===== src/csr_pkg.sv =====
package csr_pkg;

    typedef logic [13:0] csr_addr_t;
    typedef logic [31:0] csr_data_t;

    // exception and mode CSRs
    localparam csr_addr_t CSR_CRMD   = 14'h000;
    localparam csr_addr_t CSR_PRMD   = 14'h001;
    localparam csr_addr_t CSR_ECTL   = 14'h004;
    localparam csr_addr_t CSR_ESTAT  = 14'h005;
    localparam csr_addr_t CSR_ERA    = 14'h006;
    localparam csr_addr_t CSR_BADV   = 14'h007;
    localparam csr_addr_t CSR_EENTRY = 14'h00c;
    localparam csr_addr_t CSR_SAVE0  = 14'h030;
    localparam csr_addr_t CSR_SAVE1  = 14'h031;
    localparam csr_addr_t CSR_SAVE2  = 14'h032;
    localparam csr_addr_t CSR_SAVE3  = 14'h033;

    // timer CSRs
    localparam csr_addr_t CSR_TID    = 14'h040;
    localparam csr_addr_t CSR_TCFG   = 14'h041;
    localparam csr_addr_t CSR_TVAL   = 14'h042;
    localparam csr_addr_t CSR_CNTC   = 14'h043;
    localparam csr_addr_t CSR_TICLR  = 14'h044;

    // performance counters
    localparam csr_addr_t PMU_ICACHE_REQ  = 14'h0f00;
    localparam csr_addr_t PMU_ICACHE_MISS = 14'h0f01;
    localparam csr_addr_t PMU_DCACHE_REQ  = 14'h0f02;
    localparam csr_addr_t PMU_DCACHE_MISS = 14'h0f03;
    localparam csr_addr_t PMU_BPU_BRANCH  = 14'h0f04;
    localparam csr_addr_t PMU_BPU_MISS    = 14'h0f05;
    localparam csr_addr_t PMU_TLB_REQ     = 14'h0f06;
    localparam csr_addr_t PMU_TLB_MISS    = 14'h0f07;
    localparam csr_addr_t PMU_REFILL_CYC  = 14'h0f08;

    localparam int PMU_NUM = 9;
    // index i here is counter i in csr_perf_counters
    localparam csr_addr_t PMU_ADDR [PMU_NUM] = '{
        PMU_ICACHE_REQ, PMU_ICACHE_MISS, PMU_DCACHE_REQ, PMU_DCACHE_MISS,
        PMU_BPU_BRANCH, PMU_BPU_MISS, PMU_TLB_REQ, PMU_TLB_MISS, PMU_REFILL_CYC
    };

    // field positions, lsb of each field
    localparam int CRMD_PLV       = 0;
    localparam int CRMD_IE        = 2;
    localparam int CRMD_DA        = 3;
    localparam int PRMD_PPLV      = 0;
    localparam int PRMD_PIE       = 2;
    localparam int ECTL_LIE       = 0;
    localparam int ESTAT_IS       = 0;
    localparam int ESTAT_HWI      = 2;
    localparam int ESTAT_TI       = 11;
    localparam int ESTAT_ECODE    = 16;
    localparam int ESTAT_ESUBCODE = 22;
    localparam int TCFG_EN        = 0;
    localparam int TCFG_PERIODIC  = 1;
    localparam int TCFG_INITVAL   = 2;
    localparam int TICLR_CLR      = 0;
    localparam int EENTRY_VA      = 6;

    // field widths
    localparam int PLV_W      = 2;
    localparam int IS_W       = 13;
    localparam int SWI_W      = 2;
    localparam int ECODE_W    = 6;
    localparam int ESUBCODE_W = 9;

    localparam int IRQ_HW_W    = 9;
    localparam int TIMER_SHIFT = 2;

    // writable bits
    localparam csr_data_t CRMD_WMASK = 32'h0000_01ff;
    localparam csr_data_t PRMD_WMASK = 32'h0000_0007;
    localparam csr_data_t ECTL_WMASK = 32'h0000_1fff;

    // DA set, everything else clear
    localparam csr_data_t CRMD_RESET = csr_data_t'(1) << CRMD_DA;

    typedef struct packed {
        logic      we;
        csr_addr_t addr;
        csr_data_t data;
    } csr_write_t;

    typedef struct packed {
        logic                  excp_flush;
        logic                  ertn_flush;
        logic [ECODE_W-1:0]    ecode;
        logic [ESUBCODE_W-1:0] esubcode;
        csr_data_t             era;
        logic                  va_error;
        csr_data_t             bad_va;
    } csr_excp_t;

    typedef struct packed {
        logic icache_req;
        logic icache_miss;
        logic dcache_req;
        logic dcache_miss;
        logic bpu_branch;
        logic bpu_miss;
        logic tlb_req;
        logic tlb_miss;
        logic refill_start;
    } pmu_event_t;

    function automatic logic wr_hit(csr_write_t wr, csr_addr_t addr);
        return wr.we && (wr.addr == addr);
    endfunction

    // countdown start value taken from a TCFG word
    function automatic csr_data_t tval_load(csr_data_t tcfg);
        return csr_data_t'(tcfg[31:TCFG_INITVAL]) << TIMER_SHIFT;
    endfunction

endpackage


===== src/csr_excp_regs.sv =====
`timescale 1ns/10ps

module csr_excp_regs (
    input  logic                          clk_i,
    input  logic                          rst_i,
    input  csr_pkg::csr_write_t           wr_i,
    input  csr_pkg::csr_excp_t            excp_i,
    input  logic [csr_pkg::IRQ_HW_W-1:0]  interrupt_i,
    input  logic                          timer_irq_i,
    input  csr_pkg::csr_addr_t            raddr_i,
    output csr_pkg::csr_data_t            rdata_o,
    output logic [1:0]                    plv_o,
    output logic                          has_int_o,
    output csr_pkg::csr_data_t            eentry_o,
    output csr_pkg::csr_data_t            era_o
);
    import csr_pkg::*;

    csr_data_t             crmd_q;
    csr_data_t             prmd_q;
    csr_data_t             ectl_q;
    logic [SWI_W-1:0]      estat_swi_q;
    logic [IRQ_HW_W-1:0]   estat_hwi_q;
    logic [ECODE_W-1:0]    estat_ecode_q;
    logic [ESUBCODE_W-1:0] estat_esubcode_q;
    csr_data_t             estat;
    csr_data_t             era_q;
    csr_data_t             badv_q;
    logic [31:EENTRY_VA]   eentry_q;
    csr_data_t             save_q [4];

    logic       wr_crmd;
    logic       wr_prmd;
    logic       wr_ectl;
    logic       wr_estat;
    logic       wr_era;
    logic       wr_badv;
    logic       wr_eentry;
    logic [3:0] wr_save;

    assign wr_crmd   = wr_hit(wr_i, CSR_CRMD);
    assign wr_prmd   = wr_hit(wr_i, CSR_PRMD);
    assign wr_ectl   = wr_hit(wr_i, CSR_ECTL);
    assign wr_estat  = wr_hit(wr_i, CSR_ESTAT);
    assign wr_era    = wr_hit(wr_i, CSR_ERA);
    assign wr_badv   = wr_hit(wr_i, CSR_BADV);
    assign wr_eentry = wr_hit(wr_i, CSR_EENTRY);
    assign wr_save   = {wr_hit(wr_i, CSR_SAVE3), wr_hit(wr_i, CSR_SAVE2),
                        wr_hit(wr_i, CSR_SAVE1), wr_hit(wr_i, CSR_SAVE0)};

    // entry clears PLV/IE, return restores them from PRMD
    always_ff @(posedge clk_i) begin
        if (rst_i) begin
            crmd_q <= CRMD_RESET;
        end else if (excp_i.excp_flush) begin
            crmd_q[CRMD_PLV +: PLV_W] <= '0;
            crmd_q[CRMD_IE]           <= 1'b0;
        end else if (excp_i.ertn_flush) begin
            crmd_q[CRMD_PLV +: PLV_W] <= prmd_q[PRMD_PPLV +: PLV_W];
            crmd_q[CRMD_IE]           <= prmd_q[PRMD_PIE];
        end else if (wr_crmd) begin
            crmd_q <= wr_i.data & CRMD_WMASK;
        end
    end

    always_ff @(posedge clk_i) begin
        if (rst_i) begin
            prmd_q <= '0;
        end else if (excp_i.excp_flush) begin
            prmd_q[PRMD_PPLV +: PLV_W] <= crmd_q[CRMD_PLV +: PLV_W];
            prmd_q[PRMD_PIE]           <= crmd_q[CRMD_IE];
        end else if (wr_prmd) begin
            prmd_q <= wr_i.data & PRMD_WMASK;
        end
    end

    always_ff @(posedge clk_i) begin
        if (rst_i) begin
            ectl_q <= '0;
        end else if (wr_ectl) begin
            ectl_q <= wr_i.data & ECTL_WMASK;
        end
    end

    always_ff @(posedge clk_i) begin
        if (rst_i) begin
            estat_swi_q      <= '0;
            estat_hwi_q      <= '0;
            estat_ecode_q    <= '0;
            estat_esubcode_q <= '0;
        end else begin
            // hw lines sampled every cycle
            estat_hwi_q <= interrupt_i;
            if (excp_i.excp_flush) begin
                estat_ecode_q    <= excp_i.ecode;
                estat_esubcode_q <= excp_i.esubcode;
            end else if (wr_estat) begin
                estat_swi_q <= wr_i.data[ESTAT_IS +: SWI_W];
            end
        end
    end

    // TI comes straight from the timer's own flop
    always_comb begin
        estat                                 = '0;
        estat[ESTAT_IS +: SWI_W]              = estat_swi_q;
        estat[ESTAT_HWI +: IRQ_HW_W]          = estat_hwi_q;
        estat[ESTAT_TI]                       = timer_irq_i;
        estat[ESTAT_ECODE +: ECODE_W]         = estat_ecode_q;
        estat[ESTAT_ESUBCODE +: ESUBCODE_W]   = estat_esubcode_q;
    end

    always_ff @(posedge clk_i) begin
        if (excp_i.excp_flush) begin
            era_q <= excp_i.era;
        end else if (wr_era) begin
            era_q <= wr_i.data;
        end
    end

    always_ff @(posedge clk_i) begin
        if (wr_badv) begin
            badv_q <= wr_i.data;
        end else if (excp_i.va_error) begin
            badv_q <= excp_i.bad_va;
        end
    end

    always_ff @(posedge clk_i) begin
        if (wr_eentry) begin
            eentry_q <= wr_i.data[31:EENTRY_VA];
        end
    end

    always_ff @(posedge clk_i) begin
        for (int i = 0; i < 4; i++) begin
            if (wr_save[i]) begin
                save_q[i] <= wr_i.data;
            end
        end
    end

    // privilege seen by fetch in the flush cycle itself
    always_comb begin
        if (excp_i.excp_flush) begin
            plv_o = '0;
        end else if (excp_i.ertn_flush) begin
            plv_o = prmd_q[PRMD_PPLV +: PLV_W];
        end else begin
            plv_o = crmd_q[CRMD_PLV +: PLV_W];
        end
    end

    assign has_int_o = crmd_q[CRMD_IE] &&
                       ((ectl_q[ECTL_LIE +: IS_W] & estat[ESTAT_IS +: IS_W]) != '0);

    assign eentry_o = {eentry_q, {EENTRY_VA{1'b0}}};
    assign era_o    = era_q;

    always_comb begin
        case (raddr_i)
            CSR_CRMD:   rdata_o = crmd_q;
            CSR_PRMD:   rdata_o = prmd_q;
            CSR_ECTL:   rdata_o = ectl_q;
            CSR_ESTAT:  rdata_o = estat;
            CSR_ERA:    rdata_o = era_q;
            CSR_BADV:   rdata_o = badv_q;
            CSR_EENTRY: rdata_o = eentry_o;
            CSR_SAVE0:  rdata_o = save_q[0];
            CSR_SAVE1:  rdata_o = save_q[1];
            CSR_SAVE2:  rdata_o = save_q[2];
            CSR_SAVE3:  rdata_o = save_q[3];
            default:    rdata_o = '0;
        endcase
    end

    // entry and return come from different pipeline events
    flush_exclusive: assert property (@(posedge clk_i) disable iff (rst_i)
        !(excp_i.excp_flush && excp_i.ertn_flush));

endmodule


===== src/csr_timer.sv =====
`timescale 1ns/10ps

module csr_timer (
    input  logic                clk_i,
    input  logic                rst_i,
    input  csr_pkg::csr_write_t wr_i,
    input  csr_pkg::csr_addr_t  raddr_i,
    output csr_pkg::csr_data_t  rdata_o,
    output logic                timer_irq_o,
    output logic [63:0]         timer_64_o,
    output csr_pkg::csr_data_t  tid_o
);
    import csr_pkg::*;

    csr_data_t   tid_q;
    csr_data_t   tcfg_q;
    csr_data_t   tval_q;
    csr_data_t   cntc_q;
    logic        timer_en_q;
    logic        ti_q;
    logic [63:0] stable_cnt_q;

    logic wr_tcfg;
    logic ti_clr;
    logic expire;

    assign wr_tcfg = wr_hit(wr_i, CSR_TCFG);
    assign ti_clr  = wr_hit(wr_i, CSR_TICLR) && wr_i.data[TICLR_CLR];
    // a TCFG write in the same cycle restarts instead
    assign expire  = timer_en_q && (tval_q == '0) && !wr_tcfg;

    always_ff @(posedge clk_i) begin
        if (rst_i) begin
            tid_q <= '0;
        end else if (wr_hit(wr_i, CSR_TID)) begin
            tid_q <= wr_i.data;
        end
    end

    always_ff @(posedge clk_i) begin
        if (rst_i) begin
            cntc_q <= '0;
        end else if (wr_hit(wr_i, CSR_CNTC)) begin
            cntc_q <= wr_i.data;
        end
    end

    always_ff @(posedge clk_i) begin
        if (rst_i) begin
            tcfg_q <= '0;
        end else if (wr_tcfg) begin
            tcfg_q <= wr_i.data;
        end
    end

    // countdown; one-shot parks at all ones and stops
    always_ff @(posedge clk_i) begin
        if (rst_i) begin
            tval_q     <= '0;
            timer_en_q <= 1'b0;
        end else if (wr_tcfg) begin
            tval_q     <= tval_load(wr_i.data);
            timer_en_q <= wr_i.data[TCFG_EN];
        end else if (expire) begin
            tval_q     <= tcfg_q[TCFG_PERIODIC] ? tval_load(tcfg_q) : '1;
            timer_en_q <= tcfg_q[TCFG_PERIODIC];
        end else if (timer_en_q) begin
            tval_q <= tval_q - 32'd1;
        end
    end

    always_ff @(posedge clk_i) begin
        if (rst_i) begin
            ti_q <= 1'b0;
        end else if (ti_clr) begin
            ti_q <= 1'b0;
        end else if (expire) begin
            ti_q <= 1'b1;
        end
    end

    always_ff @(posedge clk_i) begin
        if (rst_i) begin
            stable_cnt_q <= '0;
        end else begin
            stable_cnt_q <= stable_cnt_q + 64'd1;
        end
    end

    assign timer_irq_o = ti_q;
    assign tid_o       = tid_q;
    // CNTC is a signed offset
    assign timer_64_o  = stable_cnt_q + {{32{cntc_q[31]}}, cntc_q};

    // TICLR is write-only and falls to the default
    always_comb begin
        case (raddr_i)
            CSR_TID:  rdata_o = tid_q;
            CSR_TCFG: rdata_o = tcfg_q;
            CSR_TVAL: rdata_o = tval_q;
            CSR_CNTC: rdata_o = cntc_q;
            default:  rdata_o = '0;
        endcase
    end

    tval_no_rise: assert property (@(posedge clk_i) disable iff (rst_i)
        !(wr_tcfg || expire) |=> (tval_q <= $past(tval_q)));

endmodule


===== src/csr_perf_counters.sv =====
`timescale 1ns/10ps

module csr_perf_counters (
    input  logic                clk_i,
    input  logic                rst_i,
    input  csr_pkg::pmu_event_t pmu_i,
    input  logic                ertn_i,
    input  csr_pkg::csr_addr_t  raddr_i,
    output csr_pkg::csr_data_t  rdata_o
);
    import csr_pkg::*;

    csr_data_t          cnt_q [PMU_NUM];
    logic [PMU_NUM-1:0] inc;
    logic               refilling_q;

    // bit order follows PMU_ADDR
    assign inc = {
        refilling_q,
        pmu_i.tlb_miss,
        pmu_i.tlb_req,
        pmu_i.bpu_miss,
        pmu_i.bpu_branch,
        pmu_i.dcache_miss,
        pmu_i.dcache_req,
        pmu_i.icache_miss,
        pmu_i.icache_req
    };

    // refill handler runs until its ertn
    always_ff @(posedge clk_i) begin
        if (rst_i) begin
            refilling_q <= 1'b0;
        end else if (pmu_i.refill_start) begin
            refilling_q <= 1'b1;
        end else if (ertn_i) begin
            refilling_q <= 1'b0;
        end
    end

    // free-running, wraps at 2^32
    always_ff @(posedge clk_i) begin
        if (rst_i) begin
            for (int i = 0; i < PMU_NUM; i++) begin
                cnt_q[i] <= '0;
            end
        end else begin
            for (int i = 0; i < PMU_NUM; i++) begin
                cnt_q[i] <= cnt_q[i] + csr_data_t'(inc[i]);
            end
        end
    end

    always_comb begin
        rdata_o = '0;
        for (int i = 0; i < PMU_NUM; i++) begin
            if (raddr_i == PMU_ADDR[i]) begin
                rdata_o = cnt_q[i];
            end
        end
    end

    // a new refill cannot begin while one is still open
    refill_not_nested: assert property (@(posedge clk_i) disable iff (rst_i)
        refilling_q && !ertn_i |-> !pmu_i.refill_start);

endmodule


===== src/csr_file_top.sv =====
`timescale 1ns/10ps

module csr_file_top (
    input  logic                          clk,
    input  logic                          rst,
    input  csr_pkg::csr_write_t           wr_port0_i,
    input  csr_pkg::csr_write_t           wr_port1_i,
    input  csr_pkg::csr_excp_t            excp_i,
    input  logic [csr_pkg::IRQ_HW_W-1:0]  interrupt_i,
    input  csr_pkg::pmu_event_t           pmu_i,
    input  csr_pkg::csr_addr_t            raddr_i,
    output csr_pkg::csr_data_t            rdata_o,
    output logic [1:0]                    plv_o,
    output logic                          has_int_o,
    output csr_pkg::csr_data_t            eentry_o,
    output csr_pkg::csr_data_t            era_o,
    output logic [63:0]                   timer_64_o,
    output csr_pkg::csr_data_t            tid_o
);
    import csr_pkg::*;

    csr_write_t sel_wr;
    csr_data_t  excp_rdata;
    csr_data_t  timer_rdata;
    csr_data_t  perf_rdata;
    logic       timer_irq;

    // port 0 wins
    always_comb begin
        if (wr_port0_i.we) begin
            sel_wr = wr_port0_i;
        end else if (wr_port1_i.we) begin
            sel_wr = wr_port1_i;
        end else begin
            sel_wr = '0;
        end
    end

    csr_excp_regs csr_excp_regs_i (
        .clk_i       (clk),
        .rst_i       (rst),
        .wr_i        (sel_wr),
        .excp_i      (excp_i),
        .interrupt_i (interrupt_i),
        .timer_irq_i (timer_irq),
        .raddr_i     (raddr_i),
        .rdata_o     (excp_rdata),
        .plv_o       (plv_o),
        .has_int_o   (has_int_o),
        .eentry_o    (eentry_o),
        .era_o       (era_o)
    );

    csr_timer csr_timer_i (
        .clk_i       (clk),
        .rst_i       (rst),
        .wr_i        (sel_wr),
        .raddr_i     (raddr_i),
        .rdata_o     (timer_rdata),
        .timer_irq_o (timer_irq),
        .timer_64_o  (timer_64_o),
        .tid_o       (tid_o)
    );

    csr_perf_counters csr_perf_counters_i (
        .clk_i   (clk),
        .rst_i   (rst),
        .pmu_i   (pmu_i),
        .ertn_i  (excp_i.ertn_flush),
        .raddr_i (raddr_i),
        .rdata_o (perf_rdata)
    );

    // groups return zero outside their own range
    assign rdata_o = excp_rdata | timer_rdata | perf_rdata;

    wr_ports_exclusive: assert property (@(posedge clk) disable iff (rst)
        !(wr_port0_i.we && wr_port1_i.we));

endmodule


===== config.mk =====
export PLATFORM = sky130hd
export DESIGN_NAME = csr_file_top
export DESIGN_NICKNAME = d
export VERILOG_FILES = /design/src/csr_pkg.sv /design/src/csr_excp_regs.sv /design/src/csr_timer.sv /design/src/csr_perf_counters.sv /design/src/csr_file_top.sv
export SDC_FILE = /design/constraint.sdc
export NUM_CORES = 2
export LEC_CHECK = 0
export BUFFER_PORTS_ARGS = -buffer_cell sky130_fd_sc_hd__buf_4
export CORE_AREA = 2 2 278 280
export DETAILED_ROUTE_END_ITERATION = 6
export DIE_AREA = 0 0 280 282
export PLACE_DENSITY = 0.66
export SLEW_MARGIN = 15
export SYNTH_ARGS = -nofsm -noshare
export SYNTH_HDL_FRONTEND = slang
export SYNTH_SLANG_ARGS = --single-unit
export TNS_END_PERCENT = 1

===== constraint.sdc =====
create_clock -name clk -period 8.7 [get_ports clk]
set_input_delay 0.435 -clock clk [delete_from_list [all_inputs] [get_ports clk]]
set_output_delay 0.435 -clock clk [all_outputs]
set_load 0.01 [all_outputs]

==> results.json <==
{
  "status": "completed",
  "whs_path_depth": 2,
  "maxCapViolCount": 0,
  "syn_area_per_cell_um2": 9.10,
  "power.density_mw_per_mm2": 171,
  "num-fill-cells": 6767,
  "synthXorXnorAreaFrac": 0.0781,
  "rsz0062_at_grt": "no",
  "worst_skew_pair.late_latency_ps": 650,
  "synth_edf_count": 218,
  "syn_area_mm2": 0.0377,
  "ir_worst_vdd_uv": 122,
  "gp_congestion": 0.994,
  "clk_pin_slew_ps": 60,
  "cts.root.buffer_cell": "clkbuf_16",
  "slew_headroom": 0.119,
  "wl_per_cell_um": 28.0,
  "vias": 35138,
  "crit_arrival_ps": 4740,
  "clock_skew_ps": 18.7,
  "period_share": 0.594,
  "synthCells": 4141,
  "max-clock-path-buffers": 3,
  "layout_common_cells": "585 x nor2_1, 534 x dfxtp_1, 472 x buf_4",
  "ant_nets": 0,
  "dp.final_hpwl_um": 112000,
  "p_total_w": 0.00758,
  "fin_nets": 4757,
  "crit_chain": "buf_4 -> ha_1 -> nand4_1 -> nor3_1 -> nand4_1 -> a2111oi_2 -> nor4_2 -> nor4_2 -> nor2_1 -> o2111a_1 -> a311oi_1 -> buf_4",
  "worst_pin_slew_ps": 1320,
  "worstHoldEndpoint": "csr_excp_regs_i.estat_hwi_q[0]",
  "biggestRegsByFlops": "csr_perf_counters_i.cnt_q: 288 flops, csr_excp_regs_i.save_q: 128 flops, csr_timer_i.stable_cnt_q: 64 flops",
  "slowest_stage": "a2111oi_2",
  "drt_wl_total_um": 154000,
  "critical_path_class": "reg2out",
  "drtPass1Iterations": 7,
  "htree_num_levels": 3,
  "yosysWarnings": 0,
  "initial_core_util": 0.498,
  "seqCellArea_mm2": 0.0172,
  "period_minus_slack_ps": 5170,
  "vias_per_cell": 6.38,
  "die_w_um": 280,
  "cts_tree": "done",
  "hp-start": "interrupt_i[0]",
  "r2r-end": "csr_timer_i.tval_q[26]",
  "largest_reg_flops": 288,
  "synth.distinct_cells": 83,
  "synth_compound_area_frac": 0.183,
  "drt-initial-drc-count": 5665,
  "final_common_cell": "nor2_1",
  "dp_cells": 5359,
  "grt_max_degree": 97,
  "worstSetupStartpointType": "flip-flop",
  "area.growth.synth_to_final_pct": 17.6,
  "regToRegSetupSlack_ps": 5290,
  "async_flop_share": 0,
  "grt_overflow": 0,
  "yosys.area_share.simple": 0.202,
  "cts_sinks": 752,
  "ys.flop_type": "dfxtp_1",
  "multi_input_area_mm2": 0.0193,
  "drive_above_1_share": 0.152,
  "largest-register": "csr_perf_counters_i.cnt_q",
  "ys_ff_latch": 752,
  "antenna_found_initial": 5,
  "numCtsBuffers": 78,
  "synth_top_family_by_area": "simple AND/OR/NAND/NOR gates",
  "finalHoldViolations": 0,
  "seq_area_frac_synth": 0.458,
  "io_buffer_count": 398,
  "fin_cells": 5504,
  "die_y_um": 282,
  "fin_tns_setup_ps": 0,
  "p_leak_nw": 16.6,
  "endpoint_kind": "output port",
  "rr_worst_depth": 9,
  "coreArea_mm2": 0.0757,
  "dieArea_mm2": 0.0790,
  "ios": 405,
  "cts_resized": 0,
  "synth_mux_area_frac": 0.0152,
  "synthAdderAreaFrac": 0.0284,
  "drc": 0,
  "timing.fmax_ghz": 0.193,
  "slowest_delay_ps": 600,
  "drv_slew": 0,
  "r2r-start": "csr_timer_i.tval_q[4]",
  "hold_ws_ps": 26.6,
  "track_usage": 0.380,
  "required_ps": 8270,
  "grt_pass1_wl_um": 218000,
  "first_global_vias": 31965,
  "placementRows": 101,
  "hold_class": "in2reg",
  "crit_fanout": 35,
  "setup_viol": 0
}
## Yosys cell counts (89+ instances only)
cell / number / area share
a22oi_1: 210 / 0.042
o21ai_0: 163 / 0.022
inv_1: 89 / 0.0089
xnor2_1: 115 / 0.027
edfxtp_1: 218 / 0.17
nand4_1: 112 / 0.019
nand3_1: 211 / 0.028
xor2_1: 221 / 0.051
a211oi_1: 121 / 0.024
dfxtp_1: 534 / 0.28
clkbuf_1: 159 / 0.016
nor2_1: 608 / 0.061
nand2_1: 274 / 0.027
a21oi_1: 191 / 0.025
## per-stage QoR
step	util	cell area, um^2	worst slack (ps)
floorplan	-	37700	3960
global placement	0.550	41600	4270
CTS	0.585	44300	3610
finish	0.585	44300	3530
global route	0.585	44300	3260
detailed placement	0.550	41600	4230
## worst max path at each step
stage / slack (ps) / end / start
after global placement: 4270 / timer_64_o[59] / csr_timer_i.cntc_q[31]
after detailed placement: 4230 / rdata_o[15] / raddr_i[5]
final: 3530 / timer_64_o[59] / csr_timer_i.cntc_q[31]
after floorplan: 3960 / csr_excp_regs_i.save_q[2][0] / wr_port0_i[46]
after CTS: 3610 / timer_64_o[59] / csr_timer_i.cntc_q[31]
after global routing: 3260 / timer_64_o[59] / csr_timer_i.cntc_q[31]
## where the power goes
part	leakage (nW)	internal, W	total, W	switching [W]
clock	1.29	0.00204	0.00347	0.00143
combinational	9.10	0.000151	0.000390	0.000239
sequential	6.21	0.00366	0.00372	0.0000571
## critical path, delay by kind of cell, from the launching register on
kind            cells  cell delay, ps
compound gates      3            1240
fa+ha+maj           1             350
buf+inv             2             620
flops               1             300
simple gates        6            1560
## layer usage
layer,vias up,track usage,part of all wire
li1,15815,-,-
met1,16743,0.515,0.39
met2,2210,0.542,0.41
met3,366,0.121,0.14
met4,4,0.192,0.056
met5,-,0,0.0013
## layout make-up
| cell class | count | share of cell area |
|---|---|---|
| inverter | 89 | 0.00754 |
| tap | 978 | 0.0276 |
| antenna | 4 | 0.000226 |
| clock buffer | 113 | 0.0519 |
| multi-input combinational | 3067 | 0.436 |
| clock inverter | 27 | 0.00709 |
| sequential | 752 | 0.389 |
| timing repair buffer | 474 | 0.0806 |
## kinds of logic after synthesis
group	Yosys count
AOI/OAI and AO/OA	996
xor gates and xnor gates	336
adders and majority gates	85
buffers and inverters	327
DFF	752
muxes	53
other	1
and+or+nand+nor	1591
## what timing repair did
action | CTS | global route
hold buffers | 1 | 0
endpoints found under the hold margin | 1 | 0
buffers inserted | 0 | 0
Power figures use the tool's default switching activity.
